### config.mk
export PLATFORM = sky130hd
export DESIGN_NAME = muxs
export DESIGN_NICKNAME = d
export VERILOG_FILES = /design/src/logic/cpu_isa_pkg.sv /design/src/logic/cpu_ctrl_pkg.sv /design/src/logic/muxs.sv
export SDC_FILE = /design/constraint.sdc
export NUM_CORES = 1
export LEC_CHECK = 0
export BUFFER_PORTS_ARGS = -buffer_cell sky130_fd_sc_hd__buf_4
export CAP_MARGIN = 20
export CORE_AREA = 5 5 113 115
export DETAILED_ROUTE_END_ITERATION = 10
export DIE_AREA = 0 0 118 120
export GPL_TIMING_DRIVEN = 0
export PLACE_DENSITY = 0.79
export SYNTH_ARGS = -nofsm -noshare
export SYNTH_HDL_FRONTEND = slang
export SYNTH_SLANG_ARGS = --single-unit
### constraint.sdc
create_clock -name vclk -period 4.84
set_input_delay 0.726 -clock vclk [all_inputs]
set_output_delay 0.726 -clock vclk [all_outputs]
set_load 0.05 [all_outputs]
### src/logic/cpu_isa_pkg.sv
package cpu_isa_pkg;

	parameter int data_width = 32;
	parameter int pc_width = 10;

	// ------------------------------------------------------------
	// major opcodes, word bits 30:25.
	typedef enum logic [5:0] {
		op_lwi  = 6'h02,
		op_swi  = 6'h0a,
		op_alu  = 6'h20,
		op_movi = 6'h22,
		op_j    = 6'h24,
		op_beq  = 6'h26,
		op_addi = 6'h28,
		op_ori  = 6'h2c
	} opcode_e;

	// register-format sub-opcodes, word bits 4:0.
	typedef enum logic [4:0] {
		sub_add    = 5'h00,
		sub_sub    = 5'h01,
		sub_and    = 5'h02,
		sub_xor    = 5'h03,
		sub_or     = 5'h04,
		sub_slli   = 5'h08,
		sub_add_sv = 5'h10 // rb shifted left by sv.
	} alu_sub_e;

	// ------------------------------------------------------------
	// imm14, imm20 and imm24 are sliced from the low bits.
	typedef struct packed {
		logic        len16; // zero for the 32-bit forms.
		opcode_e     opcode;
		logic [4:0]  rt;
		logic [4:0]  ra;
		logic [14:0] imm15;
	} imm_form_t;

	typedef struct packed {
		logic       len16;
		opcode_e    opcode;
		logic [4:0] rt;
		logic [4:0] ra;
		logic [4:0] rb; // also imm5 for slli.
		logic [1:0] sv;
		logic [2:0] rsvd;
		alu_sub_e   sub;
	} reg_form_t;

	typedef union packed {
		imm_form_t imm_form;
		reg_form_t reg_form;
	} inst_u;

endpackage

### src/logic/cpu_ctrl_pkg.sv
package cpu_ctrl_pkg;

	import cpu_isa_pkg::*;

	// ------------------------------------------------------------
	typedef enum logic [1:0] {
		pc_seq  = 2'b00,
		pc_br14 = 2'b01,
		pc_j24  = 2'b10
	} pc_sel_e;

	typedef enum logic [1:0] {
		imm_ze5  = 2'b00,
		imm_se15 = 2'b01,
		imm_ze15 = 2'b10,
		imm_se20 = 2'b11
	} imm_ext_e;

	typedef enum logic [2:0] {
		src2_rb      = 3'b000,
		src2_imm     = 3'b001,
		src2_off15_w = 3'b010,
		src2_rb_sv   = 3'b011,
		src2_rt      = 3'b100
	} src2_sel_e;

	typedef enum logic [1:0] {
		wb_alu  = 2'b00,
		wb_opnd = 2'b01,
		wb_mem  = 2'b10
	} wb_sel_e;

	typedef enum logic [2:0] {
		alu_add = 3'd0,
		alu_sub = 3'd1,
		alu_and = 3'd2,
		alu_or  = 3'd3,
		alu_xor = 3'd4,
		alu_sll = 3'd5
	} alu_op_e;

	// ------------------------------------------------------------
	typedef struct packed {
		pc_sel_e   pc_sel;
		imm_ext_e  imm_ext;
		src2_sel_e src2_sel;
		wb_sel_e   wb_sel;
		alu_op_e   alu_op;
		logic      reg_write;
		logic      mem_read;
		logic      mem_write;
		logic      is_branch;
	} ctrl_t;

	typedef struct packed {
		logic                  rd_write;
		logic [4:0]            rd;
		logic [data_width-1:0] value;
		logic [pc_width-1:0]   next_pc;
	} retire_t;

endpackage

### src/logic/muxs.sv
`timescale 1ns/1ps

module muxs
	import cpu_isa_pkg::*;
	import cpu_ctrl_pkg::*;
#(
	parameter int data_width = 32
) (
	input  logic [pc_width-1:0]   current_pc,
	input  logic [1:0]            sub_op_sv,
	input  logic [data_width-1:0] reg_rb_data,
	input  logic [data_width-1:0] reg_rt_data,
	input  logic [data_width-1:0] mem_read_data,
	input  logic [data_width-1:0] alu_output,
	input  logic [4:0]            imm_5bit,
	input  logic [13:0]           imm_14bit,
	input  logic [14:0]           imm_15bit,
	input  logic [19:0]           imm_20bit,
	input  logic [23:0]           imm_24bit,
	input  pc_sel_e               select_pc,
	input  src2_sel_e             alu_src2_select,
	input  imm_ext_e              imm_extend_select,
	input  wb_sel_e               write_reg_select,
	output logic [pc_width-1:0]   next_pc,
	output logic [data_width-1:0] output_imm_reg_mux,
	output logic [data_width-1:0] write_reg_data
);

	logic [data_width-1:0] imm;

	// ------------------------------------------------------------
	// offset is sign bit and low byte, halfword scaled.
	always_comb begin
		case (select_pc)
			pc_seq:  next_pc = current_pc + pc_width'(4);
			pc_br14: next_pc = current_pc + pc_width'({imm_14bit[13], imm_14bit[7:0], 1'b0});
			pc_j24:  next_pc = current_pc + pc_width'({imm_24bit[23], imm_24bit[7:0], 1'b0});
			default: next_pc = '0;
		endcase
	end

	always_comb begin
		case (imm_extend_select)
			imm_ze5:  imm = {{(data_width-5){1'b0}}, imm_5bit};
			imm_se15: imm = {{(data_width-15){imm_15bit[14]}}, imm_15bit};
			imm_ze15: imm = {{(data_width-15){1'b0}}, imm_15bit};
			imm_se20: imm = {{(data_width-20){imm_20bit[19]}}, imm_20bit};
			default:  imm = '0;
		endcase
	end

	// ------------------------------------------------------------
	always_comb begin
		case (alu_src2_select)
			src2_rb:      output_imm_reg_mux = reg_rb_data;
			src2_imm:     output_imm_reg_mux = imm;
			src2_off15_w: begin
				output_imm_reg_mux = {{(data_width-17){imm_15bit[14]}}, imm_15bit, 2'b00};
			end
			src2_rb_sv:   output_imm_reg_mux = reg_rb_data << sub_op_sv;
			src2_rt:      output_imm_reg_mux = reg_rt_data;
			default:      output_imm_reg_mux = '0;
		endcase
	end

	always_comb begin
		case (write_reg_select)
			wb_alu:  write_reg_data = alu_output;
			wb_opnd: write_reg_data = output_imm_reg_mux;
			wb_mem:  write_reg_data = mem_read_data;
			default: write_reg_data = '0;
		endcase
	end

endmodule

# --- Yosys cells after proc, flatten, opt, wreduce, memory -nomap -nowiden ---
# Index checks and enable logic that the tools add are counted.
classes:
  n_mux: 4
  add_sub_neg: 3
  n_shift: 1
  n_reduce_logical: 4
  n_eq_ne: 11
ops:
  columns: ["op", "n"]
  rows:
  - ["32-bit one-hot mux with 5 select lines", 1]
  - ["32-bit one-hot mux with 4 select lines", 1]
  - ["32-bit one-hot mux with 3 select lines", 1]
  - ["32-bit by 2-bit left shift with 32-bit output", 1]
  - ["10-bit one-hot mux with 3 select lines", 1]
  - ["10-bit adder", 2]
  - ["10-bit by 3-bit adder with 10-bit output, second input constant", 1]
  - ["2-bit == test, second input constant", 4]
  - ["2-bit by 1-bit == test with 1-bit output, second input constant", 3]
  - ["3-bit by 2-bit == test with 1-bit output, second input constant", 2]
  - ["2-bit logical NOT", 3]
  - ["3-bit by 1-bit == test with 1-bit output, second input constant", 1]
  - ["3-bit == test, second input constant", 1]
  - ["3-bit logical NOT", 1]
word_totals:
  wordCells: 23
  in_bits: 227
  out_inout_bits: 74
  ff_bits: 0

# --- Depth between registers and ports, before layout ---
# Gate-level depths: netlist of run 1.
logic_depth:
  word_depth: 4
  mapped_depth: 10

# --- Least setup slack after synthesis of run 1 ---
# Ideal clock, no wire load.
synth_path:
  kind: "input port to output port"
  start: "input port select_pc[0]"
  end: "output port next_pc[8]"
  t_arrival_ps: 4166
  required_ps: 4114
  setup_slack_ps: -52
  stages: 8
  path_cell_list: "inv_1 > ha_1 > clkbuf_1 > mux2_2 > ha_1 > o21ai_0 > a22o_1 > o311ai_0"
synth_via:
  elab_chain_len: 2
  word_cells_on_any_way: 4
  cone_classes: "2 x eq/ne; 1 x mux; 1 x reduce/logical"
synth_lines:
  columns: ["element", "line", "source"]
  rows:
  - ["start: declaration", "muxs.sv:20", "input pc_sel_e select_pc,"]
  - ["2-bit == test (tied with other cells)", "muxs.sv:34", "case (select_pc)"]
  - ["10-bit one-hot mux with 3 select lines *", "muxs.sv:34", null]
  - ["end: declaration", "muxs.sv:24", "output logic [pc_width-1:0] next_pc,"]
# Mark *: on every way between the ends. The rest lies on a longest branch, timed or not.

# --- Worst setup path in the final report of run 1 ---
layout_path:
  start: "input port select_pc[0]"
  end: "output port next_pc[9]"
# Same word-level chain as after synthesis.

==> flow_summary.html, run 1 <==
<table>
<tr><th>Metric</th><th>Value</th></tr>
<tr><th colspan="2">Critical path</th></tr>
<tr><td>Source of the critical timing path</td><td>select_pc[0]</td></tr>
<tr><td>Startpoint types</td><td>primary input</td></tr>
<tr><td>Critical path start-end classification</td><td>primary input to output port</td></tr>
<tr><td>Type of element capturing the critical path</td><td>output port</td></tr>
<tr><td>Highest fanout seen on the critical path</td><td>9</td></tr>
<tr><td>WP depth</td><td>12</td></tr>
<tr><td>Arrival time reported for the critical path endpoint</td><td>~4 ns</td></tr>
<tr><td>Crit-path slowest cell</td><td>sky130_fd_sc_hd__a211oi_1</td></tr>
<tr><td>CP Data Required Time</td><td>4.11 ns</td></tr>
<tr><td>Critical path buffers and inverters</td><td>4</td></tr>
<tr><td>Worst path max stage delay</td><td>~0.48 ns</td></tr>
<tr><td>Cells along the critical path</td><td>buf_4 &gt; inv_1 &gt; ha_1 &gt; clkbuf_1 &gt; mux2_2 &gt; ha_1 &gt; fa_1 &gt; a211oi_1 &gt; o21ai_0 &gt; a2111o_1 &gt; o221ai_1 &gt; buf_4</td></tr>
<tr><td>Cell type group with the largest total delay on the critical path</td><td>compound AO/OA/AOI/OAI gates</td></tr>
<tr><td>Termination of the worst setup path</td><td>next_pc[9]</td></tr>
<tr><th colspan="2">Power and ir drop</th></tr>
<tr><td>Net switching component of the power</td><td>just over 0.5 mW</td></tr>
<tr><td>Reported leakage power</td><td>about 2.9 nW</td></tr>
<tr><td>Combinational fraction of design power</td><td>between 90% and 100%</td></tr>
<tr><td>Net Sw Frac</td><td>around three fifths</td></tr>
<tr><td>Internal Power</td><td>around 0.35 mW</td></tr>
<tr><td>Proportion of power drawn by flip-flops and latches</td><td>0%</td></tr>
<tr><td>Peak supply drop</td><td>~89 µV</td></tr>
<tr><td>Fraction of power consumed by the clock network</td><td>0%</td></tr>
<tr><td>Power per unit of standard cell area</td><td>144 mW/mm²</td></tr>
<tr><th colspan="2">STA</th></tr>
<tr><td>Total negative slack for setup checks</td><td>0 ns</td></tr>
<tr><td>Slew at the pin closest to its max-slew limit</td><td>just under 0.8 ns</td></tr>
<tr><td>Worst hold-check slack</td><td>1.87 ns</td></tr>
<tr><td>Highest achievable clock rate</td><td>roughly 210 MHz</td></tr>
<tr><td>Max-slew headroom</td><td>about 47%</td></tr>
<tr><td>Final WS setup</td><td>~0.13 ns</td></tr>
<tr><td>Tmin final</td><td>4.71 ns</td></tr>
<tr><td>Count of final max-slew check failures</td><td>0</td></tr>
<tr><td>Hold Vio Cnt, Final</td><td>0</td></tr>
<tr><td>Portion of the clock cycle consumed by the worst path in the final layout</td><td>97.4%</td></tr>
<tr><td>Setup violations, final</td><td>0</td></tr>
<tr><td>Unrepaired setup endpoints after global routing</td><td>false</td></tr>
<tr><th colspan="2">Die</th></tr>
<tr><td>Top-level port count</td><td>about 300</td></tr>
<tr><td>Y dimension of the die</td><td>roughly 120 µm</td></tr>
<tr><td>Die area</td><td>0.0142 mm²</td></tr>
<tr><td>Placeable core region</td><td>roughly 0.012 mm²</td></tr>
<tr><td>Row cnt</td><td>40</td></tr>
<tr><td>Horiz. Die Dim</td><td>~120 µm</td></tr>
<tr><td>Initial Util</td><td>around a third</td></tr>
<tr><th colspan="2">Global route</th></tr>
<tr><td>Total track usage</td><td>between 20 and 30%</td></tr>
<tr><td>Initial antenna violation count</td><td>0</td></tr>
<tr><td>First-pass GRT wire length</td><td>roughly 30 mm</td></tr>
<tr><td>Vias in the first global route</td><td>between 5000 and 6000</td></tr>
<tr><td>Total congestion overflow after global routing</td><td>0</td></tr>
<tr><td>Maximum number of pins on one net before global-route repair</td><td>11</td></tr>
<tr><th colspan="2">Route</th></tr>
<tr><td>Total iterations of the first detailed-routing run</td><td>5</td></tr>
<tr><td>Length of routed wiring on met1</td><td>between 8 and 9 mm</td></tr>
<tr><td>DRC errors left</td><td>0</td></tr>
<tr><td>Drt wl/cell</td><td>roughly 21 µm</td></tr>
<tr><td>Total Routed Length</td><td>~20 mm</td></tr>
<tr><td>Number of vias per cell</td><td>slightly below 6</td></tr>
<tr><td>Iteration-0 DRC Markers</td><td>441</td></tr>
<tr><td>Via count</td><td>approximately 5400</td></tr>
<tr><td>Final ANT Viol Nets</td><td>0</td></tr>
<tr><td>Met2 wirelength from detailed routing</td><td>approximately 9.6 mm</td></tr>
<tr><td>Detailed-routed wire length on met3</td><td>~1.4 mm</td></tr>
<tr><td>Highest layer used for signal routing</td><td>met4</td></tr>
<tr><th colspan="2">Place</th></tr>
<tr><td>Global placer's final weighted congestion</td><td>between 1 and 1.5</td></tr>
<tr><td>Dpl hpwl</td><td>~16 mm</td></tr>
<tr><td>Setup Slack @ Placement</td><td>around 0.2 ns</td></tr>
<tr><td>PortBufs</td><td>approximately 280</td></tr>
<tr><th colspan="2">Synth</th></tr>
<tr><td>Fraction of the mapped netlist area in simple logic gates</td><td>between 20% and 30%</td></tr>
<tr><td>Total number of yosys warnings</td><td>0</td></tr>
<tr><td>Fraction of post-synthesis cell area in the top cell type by area</td><td>18.2%</td></tr>
<tr><td>Fraction of the yosys area taken by sequential cells</td><td>0%</td></tr>
<tr><td>Post-synthesis instance area</td><td>0.00374 mm²</td></tr>
<tr><td>Number of nets in the synthesized netlist</td><td>roughly 750</td></tr>
<tr><td>Fraction of the mapped netlist area in compound gates</td><td>roughly a third</td></tr>
<tr><td>Dominant combinational cell family by area after synthesis</td><td>compound AO/OA/AOI/OAI gates</td></tr>
<tr><td>Post-synthesis adder-cell area fraction</td><td>under 10%</td></tr>
<tr><td>Leading cell type by number of instances after synthesis</td><td>sky130_fd_sc_hd__mux2i_1</td></tr>
<tr><td>Commonest cells in the synthesized netlist</td><td>68 x sky130_fd_sc_hd__mux2i_1, 47 x sky130_fd_sc_hd__nand2_1, 40 x sky130_fd_sc_hd__a21oi_1</td></tr>
<tr><td>Avg Cell Area, Syn</td><td>approximately 7.3 µm²</td></tr>
<tr><td>Post-synthesis share of cell area spent on xor and xnor gates</td><td>between 1 and 1.5%</td></tr>
<tr><td>Cell type with the largest total area after synthesis</td><td>sky130_fd_sc_hd__mux2i_1</td></tr>
<tr><td>Cell types with the largest area share after synthesis</td><td>sky130_fd_sc_hd__mux2i_1 18%, sky130_fd_sc_hd__mux2_2 5.4%, sky130_fd_sc_hd__a21oi_1 5.4%, sky130_fd_sc_hd__mux4_1 4.9%, sky130_fd_sc_hd__nand2_1 4.7%</td></tr>
<tr><td>Distinct cell type count of the synthesized netlist</td><td>about 60</td></tr>
<tr><td>Share of synthesized area spent on multiplexers</td><td>between 30% and 40%</td></tr>
<tr><td>Syn Inst Count</td><td>~510</td></tr>
<tr><th colspan="2">Final layout</th></tr>
<tr><td>Finished Core Util</td><td>51.3%</td></tr>
<tr><td>Reg area</td><td>0 µm²</td></tr>
<tr><td>Diode count</td><td>0</td></tr>
<tr><td>Multi-input combinational cell area</td><td>~0.0035 mm²</td></tr>
<tr><td>Area overhead of the layout relative to synthesis</td><td>60.5%</td></tr>
<tr><td>Layout net count</td><td>1028</td></tr>
<tr><td>Layout cell share with drive strength beyond 1</td><td>41.6%</td></tr>
<tr><td>Seq Cell Count</td><td>0</td></tr>
<tr><td>Number of clock buffer instances in the layout</td><td>0</td></tr>
<tr><td>Number of filler cells placed in the layout</td><td>between 1000 and 1500</td></tr>
<tr><th colspan="2">CTS</th></tr>
<tr><td>Resized Gates After CTS</td><td>0</td></tr>
<tr><td>Hold buffers post-CTS</td><td>0</td></tr>
<tr><td>Number of post-CTS setup repair buffers</td><td>0</td></tr>
<tr><th colspan="2">Worst hold path</th></tr>
<tr><td>HP Class</td><td>primary input to output port</td></tr>
<tr><th colspan="2">Outcome</th></tr>
<tr><td>Run status</td><td>finished, final reports clean</td></tr>
<tr><th colspan="2">Flow run</th></tr>
<tr><td>Number of max-cap violations</td><td>0</td></tr>
</table>
==> power by group through the flow <==
stage               clock [mW]  combinational [mW]  sequential, mW
floorplan                    0               0.528               0
global placement             0               0.852               0
detailed placement           0               0.858               0
CTS                          0               0.861               0
global route                 0               0.917               0
finish                       0               0.864               0
==> cell families (layout without fill, tap and decap cells) <==
group           count (synthesis)  in the layout
xor+xnor                        6              6
buf+inv                        58            335
compound gates                174            174
fa+ha+maj                      13             13
mux                            99             99
simple gates                  159            159
==> stage by stage <==
stage,power [mW],cell area (µm²),instances
global placement,0.852,6000,933
global route,0.917,6000,933
CTS,0.861,6000,933
finish,0.864,6000,933
detailed placement,0.858,6000,933
floorplan,0.528,3740,509
==> final cells by class <==
class              instances  area share (%)
plain buffers             48            3.77
inverters                 10           0.625
multi-input cells        451            57.9
well taps                147            3.06
repair buffers           277            34.6
==> metal layers <==
| metal | vias to the layer above | GRT usage, % |
|---|---|---|
| met5 | - | 0 |
| met2 | 271 | 45.0 |
| met4 | 0 | 4.52 |
| met1 | 2551 | 33.5 |
| li1 | 2570 | - |
| met3 | 29 | 3.82 |
==> placed cells by master, fill, tap and decap left out, types with 8 or more instances in the layout <==
master                        n
sky130_fd_sc_hd__mux2_2      18
sky130_fd_sc_hd__a22oi_1     12
sky130_fd_sc_hd__clkbuf_1    30
sky130_fd_sc_hd__o221ai_1    15
sky130_fd_sc_hd__nand2b_1     9
sky130_fd_sc_hd__o2bb2ai_1   13
sky130_fd_sc_hd__nor3_1      13
sky130_fd_sc_hd__a31oi_1     13
sky130_fd_sc_hd__a21oi_1     40
sky130_fd_sc_hd__nand3_1     11
sky130_fd_sc_hd__nand2_1     47
sky130_fd_sc_hd__nand3b_1     8
sky130_fd_sc_hd__mux2i_1     68
sky130_fd_sc_hd__nor2_1      34
sky130_fd_sc_hd__buf_4      279
sky130_fd_sc_hd__buf_2       12
sky130_fd_sc_hd__or3_1       13
sky130_fd_sc_hd__inv_1        8
sky130_fd_sc_hd__ha_1        12
sky130_fd_sc_hd__o21ai_0     17
==> worst min path at each step <==
stage	startpoint	end	slack [ns]	cells past startpoint
after global routing	current_pc[0]	next_pc[0]	1.87	3
final	current_pc[0]	next_pc[0]	1.87	3
after CTS	current_pc[0]	next_pc[0]	1.87	3
after detailed placement	current_pc[0]	next_pc[0]	1.87	3
after floorplan	current_pc[0]	next_pc[0]	1.73	1
after global placement	current_pc[0]	next_pc[0]	1.86	3
Note: power is estimated with default switching activity, not from simulation.
==> run 2, diff against run 1 <==
Settings changed: BUFFER_PORTS_ARGS -buffer_cell sky130_fd_sc_hd__buf_4 to not set, DONT_BUFFER_PORTS set to 1, PLACE_DENSITY 0.79 to 0.57.
==> run 2 against run 1 <==
Sequential share of layout area is the same. Setup slack improved by 0.070 ns. Critical path depth is 2 lower. Maximum frequency grew 1.5%. Non-clock buffer count decreased by 267. Global-route usage is 1.4 points lower. Cell count fell by 29%. Design area fell by 33%. Hold slack worse by 0.18 ns. Flip-flop and latch count unchanged. Die area unchanged. Routed wire length shrank 4.1%. Highest routed layer is now met5.
==> flow_summary.html, run 2 (synthesis results as in run 1) <==
<table>
<tr><th>Metric</th><th>Value</th></tr>
<tr><th colspan="2">Outcome</th></tr>
<tr><td>Run status</td><td>finished, final reports clean</td></tr>
<tr><th colspan="2">Place</th></tr>
<tr><td>Global placer's final weighted congestion</td><td>1.00 (-0.92%)</td></tr>
<tr><td>Dpl hpwl</td><td>16.1 mm (-1.6%)</td></tr>
<tr><td>PortBufs</td><td>0 (-100%)</td></tr>
<tr><td>Standard cell area after detailed placement</td><td>0.00403 mm² (-33%)</td></tr>
<tr><th colspan="2">Final layout</th></tr>
<tr><td>Seq Cell Count</td><td>0 (unchanged)</td></tr>
<tr><td>Number of clock buffer instances in the layout</td><td>0 (unchanged)</td></tr>
<tr><td>Reg area</td><td>0 µm² (unchanged)</td></tr>
<tr><td>Most common cell after layout, fill and taps aside</td><td>sky130_fd_sc_hd__mux2i_1</td></tr>
<tr><td>Layout net count</td><td>761 (-26%)</td></tr>
<tr><td>Layout cell share with drive strength beyond 1</td><td>12.5% (-29 points)</td></tr>
<tr><td>Post-route cell area</td><td>0.00403 mm² (-33%)</td></tr>
<tr><td>Most frequent cells in the layout</td><td>68 x sky130_fd_sc_hd__mux2i_1, 47 x sky130_fd_sc_hd__nand2_1, 40 x sky130_fd_sc_hd__a21oi_1, 33 x sky130_fd_sc_hd__nor2_1, 30 x sky130_fd_sc_hd__clkbuf_1</td></tr>
<tr><td>Area overhead of the layout relative to synthesis</td><td>7.80%</td></tr>
<tr><td>Number of filler cells placed in the layout</td><td>1281 (+6.0%)</td></tr>
<tr><th colspan="2">Flow run</th></tr>
<tr><td>Number of max-cap violations</td><td>0 (unchanged)</td></tr>
<tr><th colspan="2">CTS</th></tr>
<tr><td>Number of post-CTS setup repair buffers</td><td>0 (unchanged)</td></tr>
<tr><td>Hold buffers post-CTS</td><td>0 (unchanged)</td></tr>
<tr><td>Resized Gates After CTS</td><td>0 (unchanged)</td></tr>
<tr><th colspan="2">STA</th></tr>
<tr><td>Hold Vio Cnt, Final</td><td>0 (unchanged)</td></tr>
<tr><td>Slew at the pin closest to its max-slew limit</td><td>1.20 ns (+0.417 ns)</td></tr>
<tr><td>Count of final max-slew check failures</td><td>0 (unchanged)</td></tr>
<tr><td>Highest achievable clock rate</td><td>215 MHz (+1.5%)</td></tr>
<tr><td>Setup violations, final</td><td>0 (unchanged)</td></tr>
<tr><td>Tmin final</td><td>4.64 ns (-0.0699 ns)</td></tr>
<tr><td>Unrepaired setup endpoints after global routing</td><td>false</td></tr>
<tr><td>Max-slew headroom</td><td>20.0% (-27 points)</td></tr>
<tr><td>Portion of the clock cycle consumed by the worst path in the final layout</td><td>95.9% (-1.4 points)</td></tr>
<tr><th colspan="2">Global route</th></tr>
<tr><td>Initial antenna violation count</td><td>1 (+1)</td></tr>
<tr><td>Vias in the first global route</td><td>4604 (-13%)</td></tr>
<tr><td>Total track usage</td><td>24.2% (-1.4 points)</td></tr>
<tr><td>Maximum number of pins on one net before global-route repair</td><td>11 (unchanged)</td></tr>
<tr><td>First-pass GRT wire length</td><td>27.4 mm (-8.1%)</td></tr>
<tr><td>Total congestion overflow after global routing</td><td>0 (unchanged)</td></tr>
<tr><th colspan="2">Route</th></tr>
<tr><td>Iteration-0 DRC Markers</td><td>256 (-42%)</td></tr>
<tr><td>Drt wl/cell</td><td>28.1 µm (+34%)</td></tr>
<tr><td>Final ANT Viol Nets</td><td>0 (unchanged)</td></tr>
<tr><td>Via count</td><td>4528 (-16%)</td></tr>
<tr><td>Total Routed Length</td><td>18.7 mm (-4.1%)</td></tr>
<tr><td>DRC errors left</td><td>0 (unchanged)</td></tr>
<tr><td>Number of vias per cell</td><td>6.79 (+17%)</td></tr>
<tr><td>Total iterations of the first detailed-routing run</td><td>5 (unchanged)</td></tr>
<tr><th colspan="2">Worst hold path</th></tr>
<tr><td>Worst min-delay path startpoint</td><td>current_pc[0]</td></tr>
<tr><td>HP Class</td><td>primary input to output port</td></tr>
<tr><td>Hold Path End</td><td>next_pc[0]</td></tr>
<tr><td>Worst hold path depth</td><td>1 (-2)</td></tr>
<tr><th colspan="2">Critical path</th></tr>
<tr><td>Highest fanout seen on the critical path</td><td>9 (unchanged)</td></tr>
<tr><td>Critical path start-end classification</td><td>primary input to output port</td></tr>
<tr><td>Arrival time reported for the critical path endpoint</td><td>3.92 ns (-0.07 ns)</td></tr>
<tr><td>Startpoint types</td><td>primary input</td></tr>
<tr><td>Type of element capturing the critical path</td><td>output port</td></tr>
<tr><td>CP Data Required Time</td><td>4.11 ns (about the same)</td></tr>
<tr><th colspan="2">Die</th></tr>
<tr><td>Horiz. Die Dim</td><td>118 µm (unchanged)</td></tr>
<tr><td>Initial Util</td><td>31.9% (unchanged)</td></tr>
<tr><td>Placeable core region</td><td>0.0117 mm² (unchanged)</td></tr>
<tr><td>Top-level port count</td><td>301 (unchanged)</td></tr>
<tr><td>Row cnt</td><td>40 (unchanged)</td></tr>
<tr><td>Die area</td><td>0.0142 mm² (unchanged)</td></tr>
<tr><td>Y dimension of the die</td><td>120 µm (unchanged)</td></tr>
</table>
-- run 2: cell types whose count changed in the layout (fill, tap and decap cells not counted), sizes merged --
cell / before / now
buf: 295 / 28
diode: 0 / 1
-- run 2: worst max-delay path by stage --
stage / startpoint / to / slack [ns] / cells past startpoint
after global placement: select_pc[0] / next_pc[7] / -0.09 / 10
after CTS: select_pc[0] / next_pc[5] / 0.14 / 10
after floorplan: select_pc[0] / next_pc[7] / 0.36 / 10
after detailed placement: select_pc[0] / next_pc[5] / 0.15 / 10
final: select_pc[0] / next_pc[9] / 0.20 / 10
after global routing: select_pc[0] / next_pc[9] / 0.03 / 10
-- run 2: layer usage --
layer / GRT usage [%] / vias to the layer above / wire (µm)
met5: 0 / - / 13
met4: 8.17 / 2 / 713
met3: 6.41 / 33 / 1710
met2: 43.6 / 304 / 9340
met1: 27.6 / 2163 / 6960
li1: - / 2026 / -
-- run 2: final cells by class --
class | instances | area [µm²] | area share (%)
diodes | 1 | 2.50 | 0.0621
plain buffers | 48 | 226 | 5.62
inverters | 10 | 37.5 | 0.931
multi-input cells | 451 | 3510 | 87.0
well taps | 147 | 184 | 4.56
repair buffers | 10 | 75.1 | 1.86
-- run 2: worst max-delay path, stage by stage --
cell and delay [ns]:
sky130_fd_sc_hd__inv_1 0.06, sky130_fd_sc_hd__ha_1 0.14, sky130_fd_sc_hd__clkbuf_1 0.42, sky130_fd_sc_hd__mux2_2 0.40
sky130_fd_sc_hd__ha_1 0.24, sky130_fd_sc_hd__fa_1 0.44, sky130_fd_sc_hd__a211oi_1 0.47, sky130_fd_sc_hd__o21ai_0 0.22
sky130_fd_sc_hd__a2111o_1 0.40, sky130_fd_sc_hd__o221ai_1 0.40
-- run 2: through the flow --
step,instances,setup slack (ns),hold slack (ns),TNS (ns),utilization (%)
after CTS,666,0.142,1.69,0,34.4
after global routing,666,0.0328,1.69,0,34.4
final,667,0.198,1.69,0,34.4
after global placement,656,-0.0873,1.74,-0.0873,33.5
after floorplan,509,0.359,1.73,0,-
after detailed placement,666,0.146,1.69,0,34.4
==> run 3, diff against run 2 <==
Settings changed: CORE_AREA 5 5 113 115 to 5 5 112 114, DIE_AREA 0 0 118 120 to 0 0 117 119, PLACE_DENSITY 0.57 to 0.55.
==> run 3 against run 2 <==
Critical path depth is 1 lower. Setup slack better by 0.090 ns. First-iteration DRC count is 16% higher. Maximum frequency is 2.0% higher. Sequential share of layout area stayed put. Routed wire length is 4.9% lower. Hold slack worse by 0.0011 ns. Global-route usage is 0.63 points lower. Die area is 1.7% lower.
==> flow_summary.html, run 3 (synthesis results as in run 1) <==
<table>
<tr><th>Metric</th><th>Value</th></tr>
<tr><th colspan="2">Place</th></tr>
<tr><td># placed instances</td><td>659 (-1.1%)</td></tr>
<tr><td>PortBufs</td><td>0 (unchanged)</td></tr>
<tr><td>Dpl hpwl</td><td>15.2 mm (-5.4%)</td></tr>
<tr><td>Setup Slack @ Placement</td><td>0.137 ns (-0.00924 ns)</td></tr>
<tr><td>Global placer's final weighted congestion</td><td>0.910 (-9.3%)</td></tr>
<tr><th colspan="2">Critical path</th></tr>
<tr><td>Critical path start-end classification</td><td>primary input to output port</td></tr>
<tr><td>Highest fanout seen on the critical path</td><td>9 (unchanged)</td></tr>
<tr><td>Startpoint types</td><td>primary input</td></tr>
<tr><td>Termination of the worst setup path</td><td>next_pc[9]</td></tr>
<tr><td>Critical path buffers and inverters</td><td>1 (-1)</td></tr>
<tr><td>Type of element capturing the critical path</td><td>output port</td></tr>
<tr><td>Arrival time reported for the critical path endpoint</td><td>3.83 ns (-0.09 ns)</td></tr>
<tr><td>Cell type group with the largest total delay on the critical path</td><td>compound AO/OA/AOI/OAI gates</td></tr>
<tr><td>Most common cell on crit path</td><td>sky130_fd_sc_hd__ha_1</td></tr>
<tr><td>Source of the critical timing path</td><td>select_pc[0]</td></tr>
<tr><td>WP depth</td><td>9 (-1)</td></tr>
<tr><td>Worst path max stage delay</td><td>0.50 ns (+0.03 ns)</td></tr>
<tr><td>Crit-path slowest cell</td><td>sky130_fd_sc_hd__a211oi_1</td></tr>
<tr><td>CP Data Required Time</td><td>4.11 ns (about the same)</td></tr>
<tr><td>Cells along the critical path</td><td>inv_1 &gt; ha_1 &gt; mux2_2 &gt; ha_1 &gt; fa_1 &gt; a211oi_1 &gt; o21ai_0 &gt; a2111o_1 &gt; o221ai_1</td></tr>
<tr><th colspan="2">Global route</th></tr>
<tr><td>Initial antenna violation count</td><td>0 (-1)</td></tr>
<tr><td>Total track usage</td><td>23.6% (-0.63 points)</td></tr>
<tr><td>Grt met1 use</td><td>29.3% (+1.6 points)</td></tr>
<tr><td>Maximum number of pins on one net before global-route repair</td><td>11 (unchanged)</td></tr>
<tr><td>Met2 Use GR</td><td>41.2% (-2.4 points)</td></tr>
<tr><td>Vias in the first global route</td><td>4532 (-1.6%)</td></tr>
<tr><td>Global routing usage on met3</td><td>5.88% (-0.53 points)</td></tr>
<tr><td>First-pass GRT wire length</td><td>26.1 mm (-4.6%)</td></tr>
<tr><td>Total congestion overflow after global routing</td><td>0 (unchanged)</td></tr>
<tr><td>Busiest metal layer after global routing</td><td>met2</td></tr>
<tr><th colspan="2">Die</th></tr>
<tr><td>Row cnt</td><td>39 (-2.5%)</td></tr>
<tr><td>Horiz. Die Dim</td><td>117 µm (-0.85%)</td></tr>
<tr><td>Initial Util</td><td>33.0% (+1.1 points)</td></tr>
<tr><td>Placeable core region</td><td>0.0113 mm² (-3.3%)</td></tr>
<tr><td>Y dimension of the die</td><td>119 µm (-0.83%)</td></tr>
<tr><td>Die area</td><td>0.0139 mm² (-1.7%)</td></tr>
<tr><td>Top-level port count</td><td>301 (unchanged)</td></tr>
<tr><th colspan="2">STA</th></tr>
<tr><td>Tmin final</td><td>4.55 ns (-0.0903 ns)</td></tr>
<tr><td>Worst hold-check slack</td><td>1.68 ns (-0.00108 ns)</td></tr>
<tr><td>Hold Vio Cnt, Final</td><td>0 (unchanged)</td></tr>
<tr><td>Highest achievable clock rate</td><td>220 MHz (+2.0%)</td></tr>
<tr><td>Slew at the pin closest to its max-slew limit</td><td>1.18 ns (-0.0272 ns)</td></tr>
<tr><td>Final WS setup</td><td>0.288 ns (+0.0903 ns)</td></tr>
<tr><td>Total negative slack for setup checks</td><td>0 ns (unchanged)</td></tr>
<tr><td>Count of final max-slew check failures</td><td>0 (unchanged)</td></tr>
<tr><td>Max-slew headroom</td><td>21.2% (+1.2 points)</td></tr>
<tr><td>Setup violations, final</td><td>0 (unchanged)</td></tr>
<tr><td>Portion of the clock cycle consumed by the worst path in the final layout</td><td>94.0% (-1.9 points)</td></tr>
<tr><td>Unrepaired setup endpoints after global routing</td><td>false</td></tr>
<tr><th colspan="2">Power and ir drop</th></tr>
<tr><td>Peak supply drop</td><td>slightly above 70 µV</td></tr>
<tr><td>Power per unit of standard cell area</td><td>159 mW/mm²</td></tr>
<tr><td>Reported leakage power</td><td>about 1.6 nW</td></tr>
<tr><th colspan="2">Route</th></tr>
<tr><td>Final ANT Viol Nets</td><td>0 (unchanged)</td></tr>
<tr><td>Total iterations of the first detailed-routing run</td><td>4 (-1)</td></tr>
<tr><td>DRC errors left</td><td>0 (unchanged)</td></tr>
<tr><td>Iteration-0 DRC Markers</td><td>297 (+16%)</td></tr>
<tr><td>Number of vias per cell</td><td>6.73 (-0.93%)</td></tr>
<tr><td>Drt wl/cell</td><td>27.1 µm (-3.7%)</td></tr>
<tr><td>Total Routed Length</td><td>17.8 mm (-4.9%)</td></tr>
<tr><td>Via count</td><td>4432 (-2.1%)</td></tr>
<tr><th colspan="2">Final layout</th></tr>
<tr><td>Seq Cell Count</td><td>0 (unchanged)</td></tr>
<tr><td>Multi-input combinational cell area</td><td>0.00350 mm² (about the same)</td></tr>
<tr><td>Number of filler cells placed in the layout</td><td>1246 (-2.7%)</td></tr>
<tr><td>Layout net count</td><td>758 (-0.39%)</td></tr>
<tr><td>Finished Core Util</td><td>35.4% (+0.93 points)</td></tr>
<tr><td>Reg area</td><td>0 µm² (unchanged)</td></tr>
<tr><td>Number of non-filler instances in the completed layout</td><td>659 (-1.2%)</td></tr>
<tr><td>Diode count</td><td>0 (-1)</td></tr>
<tr><td>Number of clock buffer instances in the layout</td><td>0 (unchanged)</td></tr>
<tr><td>Layout cell share with drive strength beyond 1</td><td>12.0% (-0.51 points)</td></tr>
<tr><td>Most common cell after layout, fill and taps aside</td><td>sky130_fd_sc_hd__mux2i_1</td></tr>
<tr><td>Area overhead of the layout relative to synthesis</td><td>7.03%</td></tr>
<tr><td>Most frequent cells in the layout</td><td>68 x sky130_fd_sc_hd__mux2i_1, 47 x sky130_fd_sc_hd__nand2_1, 40 x sky130_fd_sc_hd__a21oi_1, 34 x sky130_fd_sc_hd__nor2_1, 29 x sky130_fd_sc_hd__clkbuf_1</td></tr>
<tr><th colspan="2">Outcome</th></tr>
<tr><td>Run status</td><td>finished, final reports clean</td></tr>
<tr><th colspan="2">Worst hold path</th></tr>
<tr><td>HP Class</td><td>primary input to output port</td></tr>
<tr><th colspan="2">Flow run</th></tr>
<tr><td>Number of max-cap violations</td><td>0 (unchanged)</td></tr>
<tr><th colspan="2">CTS</th></tr>
<tr><td>Hold buffers post-CTS</td><td>0 (unchanged)</td></tr>
<tr><td>Resized Gates After CTS</td><td>0 (unchanged)</td></tr>
<tr><td>Number of post-CTS setup repair buffers</td><td>0 (unchanged)</td></tr>
</table>
[run 3: cell count changes in the layout (fill, tap and decap cells not counted)]
| cell | delta |
|---|---|
| sky130_fd_sc_hd__clkbuf_1 | -1 |
| sky130_fd_sc_hd__nor2_2 | -1 |
| sky130_fd_sc_hd__nor2_1 | +1 |
| sky130_fd_sc_hd__diode_2 | -1 |
| sky130_fd_sc_hd__buf_4 | -2 |
[run 3: metrics by stage]
stage / area [µm²] / power [mW]
6_report: 4000 / 0.636
4_1_cts: 4000 / 0.632
3_5_place_dp: 4000 / 0.630
2_1_floorplan: 3740 / 0.528
5_1_grt: 4000 / 0.671
3_3_place_gp: 3920 / 0.611
[run 3: how the worst min path moves through the flow]
stage / startpoint / end / slack [ns] / cells past startpoint
5_1_grt: current_pc[0] / next_pc[0] / 1.69 / 1
2_1_floorplan: current_pc[0] / next_pc[0] / 1.73 / 1
6_report: current_pc[0] / next_pc[0] / 1.68 / 1
3_3_place_gp: current_pc[0] / next_pc[0] / 1.74 / 1
3_5_place_dp: current_pc[0] / next_pc[0] / 1.69 / 1
4_1_cts: current_pc[0] / next_pc[0] / 1.69 / 1
[run 3: layout make-up]
class	instances	area share, %
multi-input combinational	451	87.5
buffer	47	5.56
tap	143	4.47
timing repair buffer	8	1.50
inverter	10	0.938
[run 3: power by group]
| part | leakage [nW] | switching [mW] | total, mW | internal [mW] |
|---|---|---|---|---|
| clock network | 0 | 0 | 0 | 0 |
| logic | 1.63 | 0.459 | 0.636 | 0.177 |
| registers | 0 | 0 | 0 | 0 |
| total | 1.63 | 0.459 | 0.636 | 0.177 |
[run 3: routing by layer]
| layer | wire length (µm) | up-vias |
|---|---|---|
| met1 | 6930 | 2084 |
| met3 | 1810 | 31 |
| met4 | 386 | 0 |
| li1 | - | 2023 |
| met5 | 0 | - |
| met2 | 8700 | 294 |
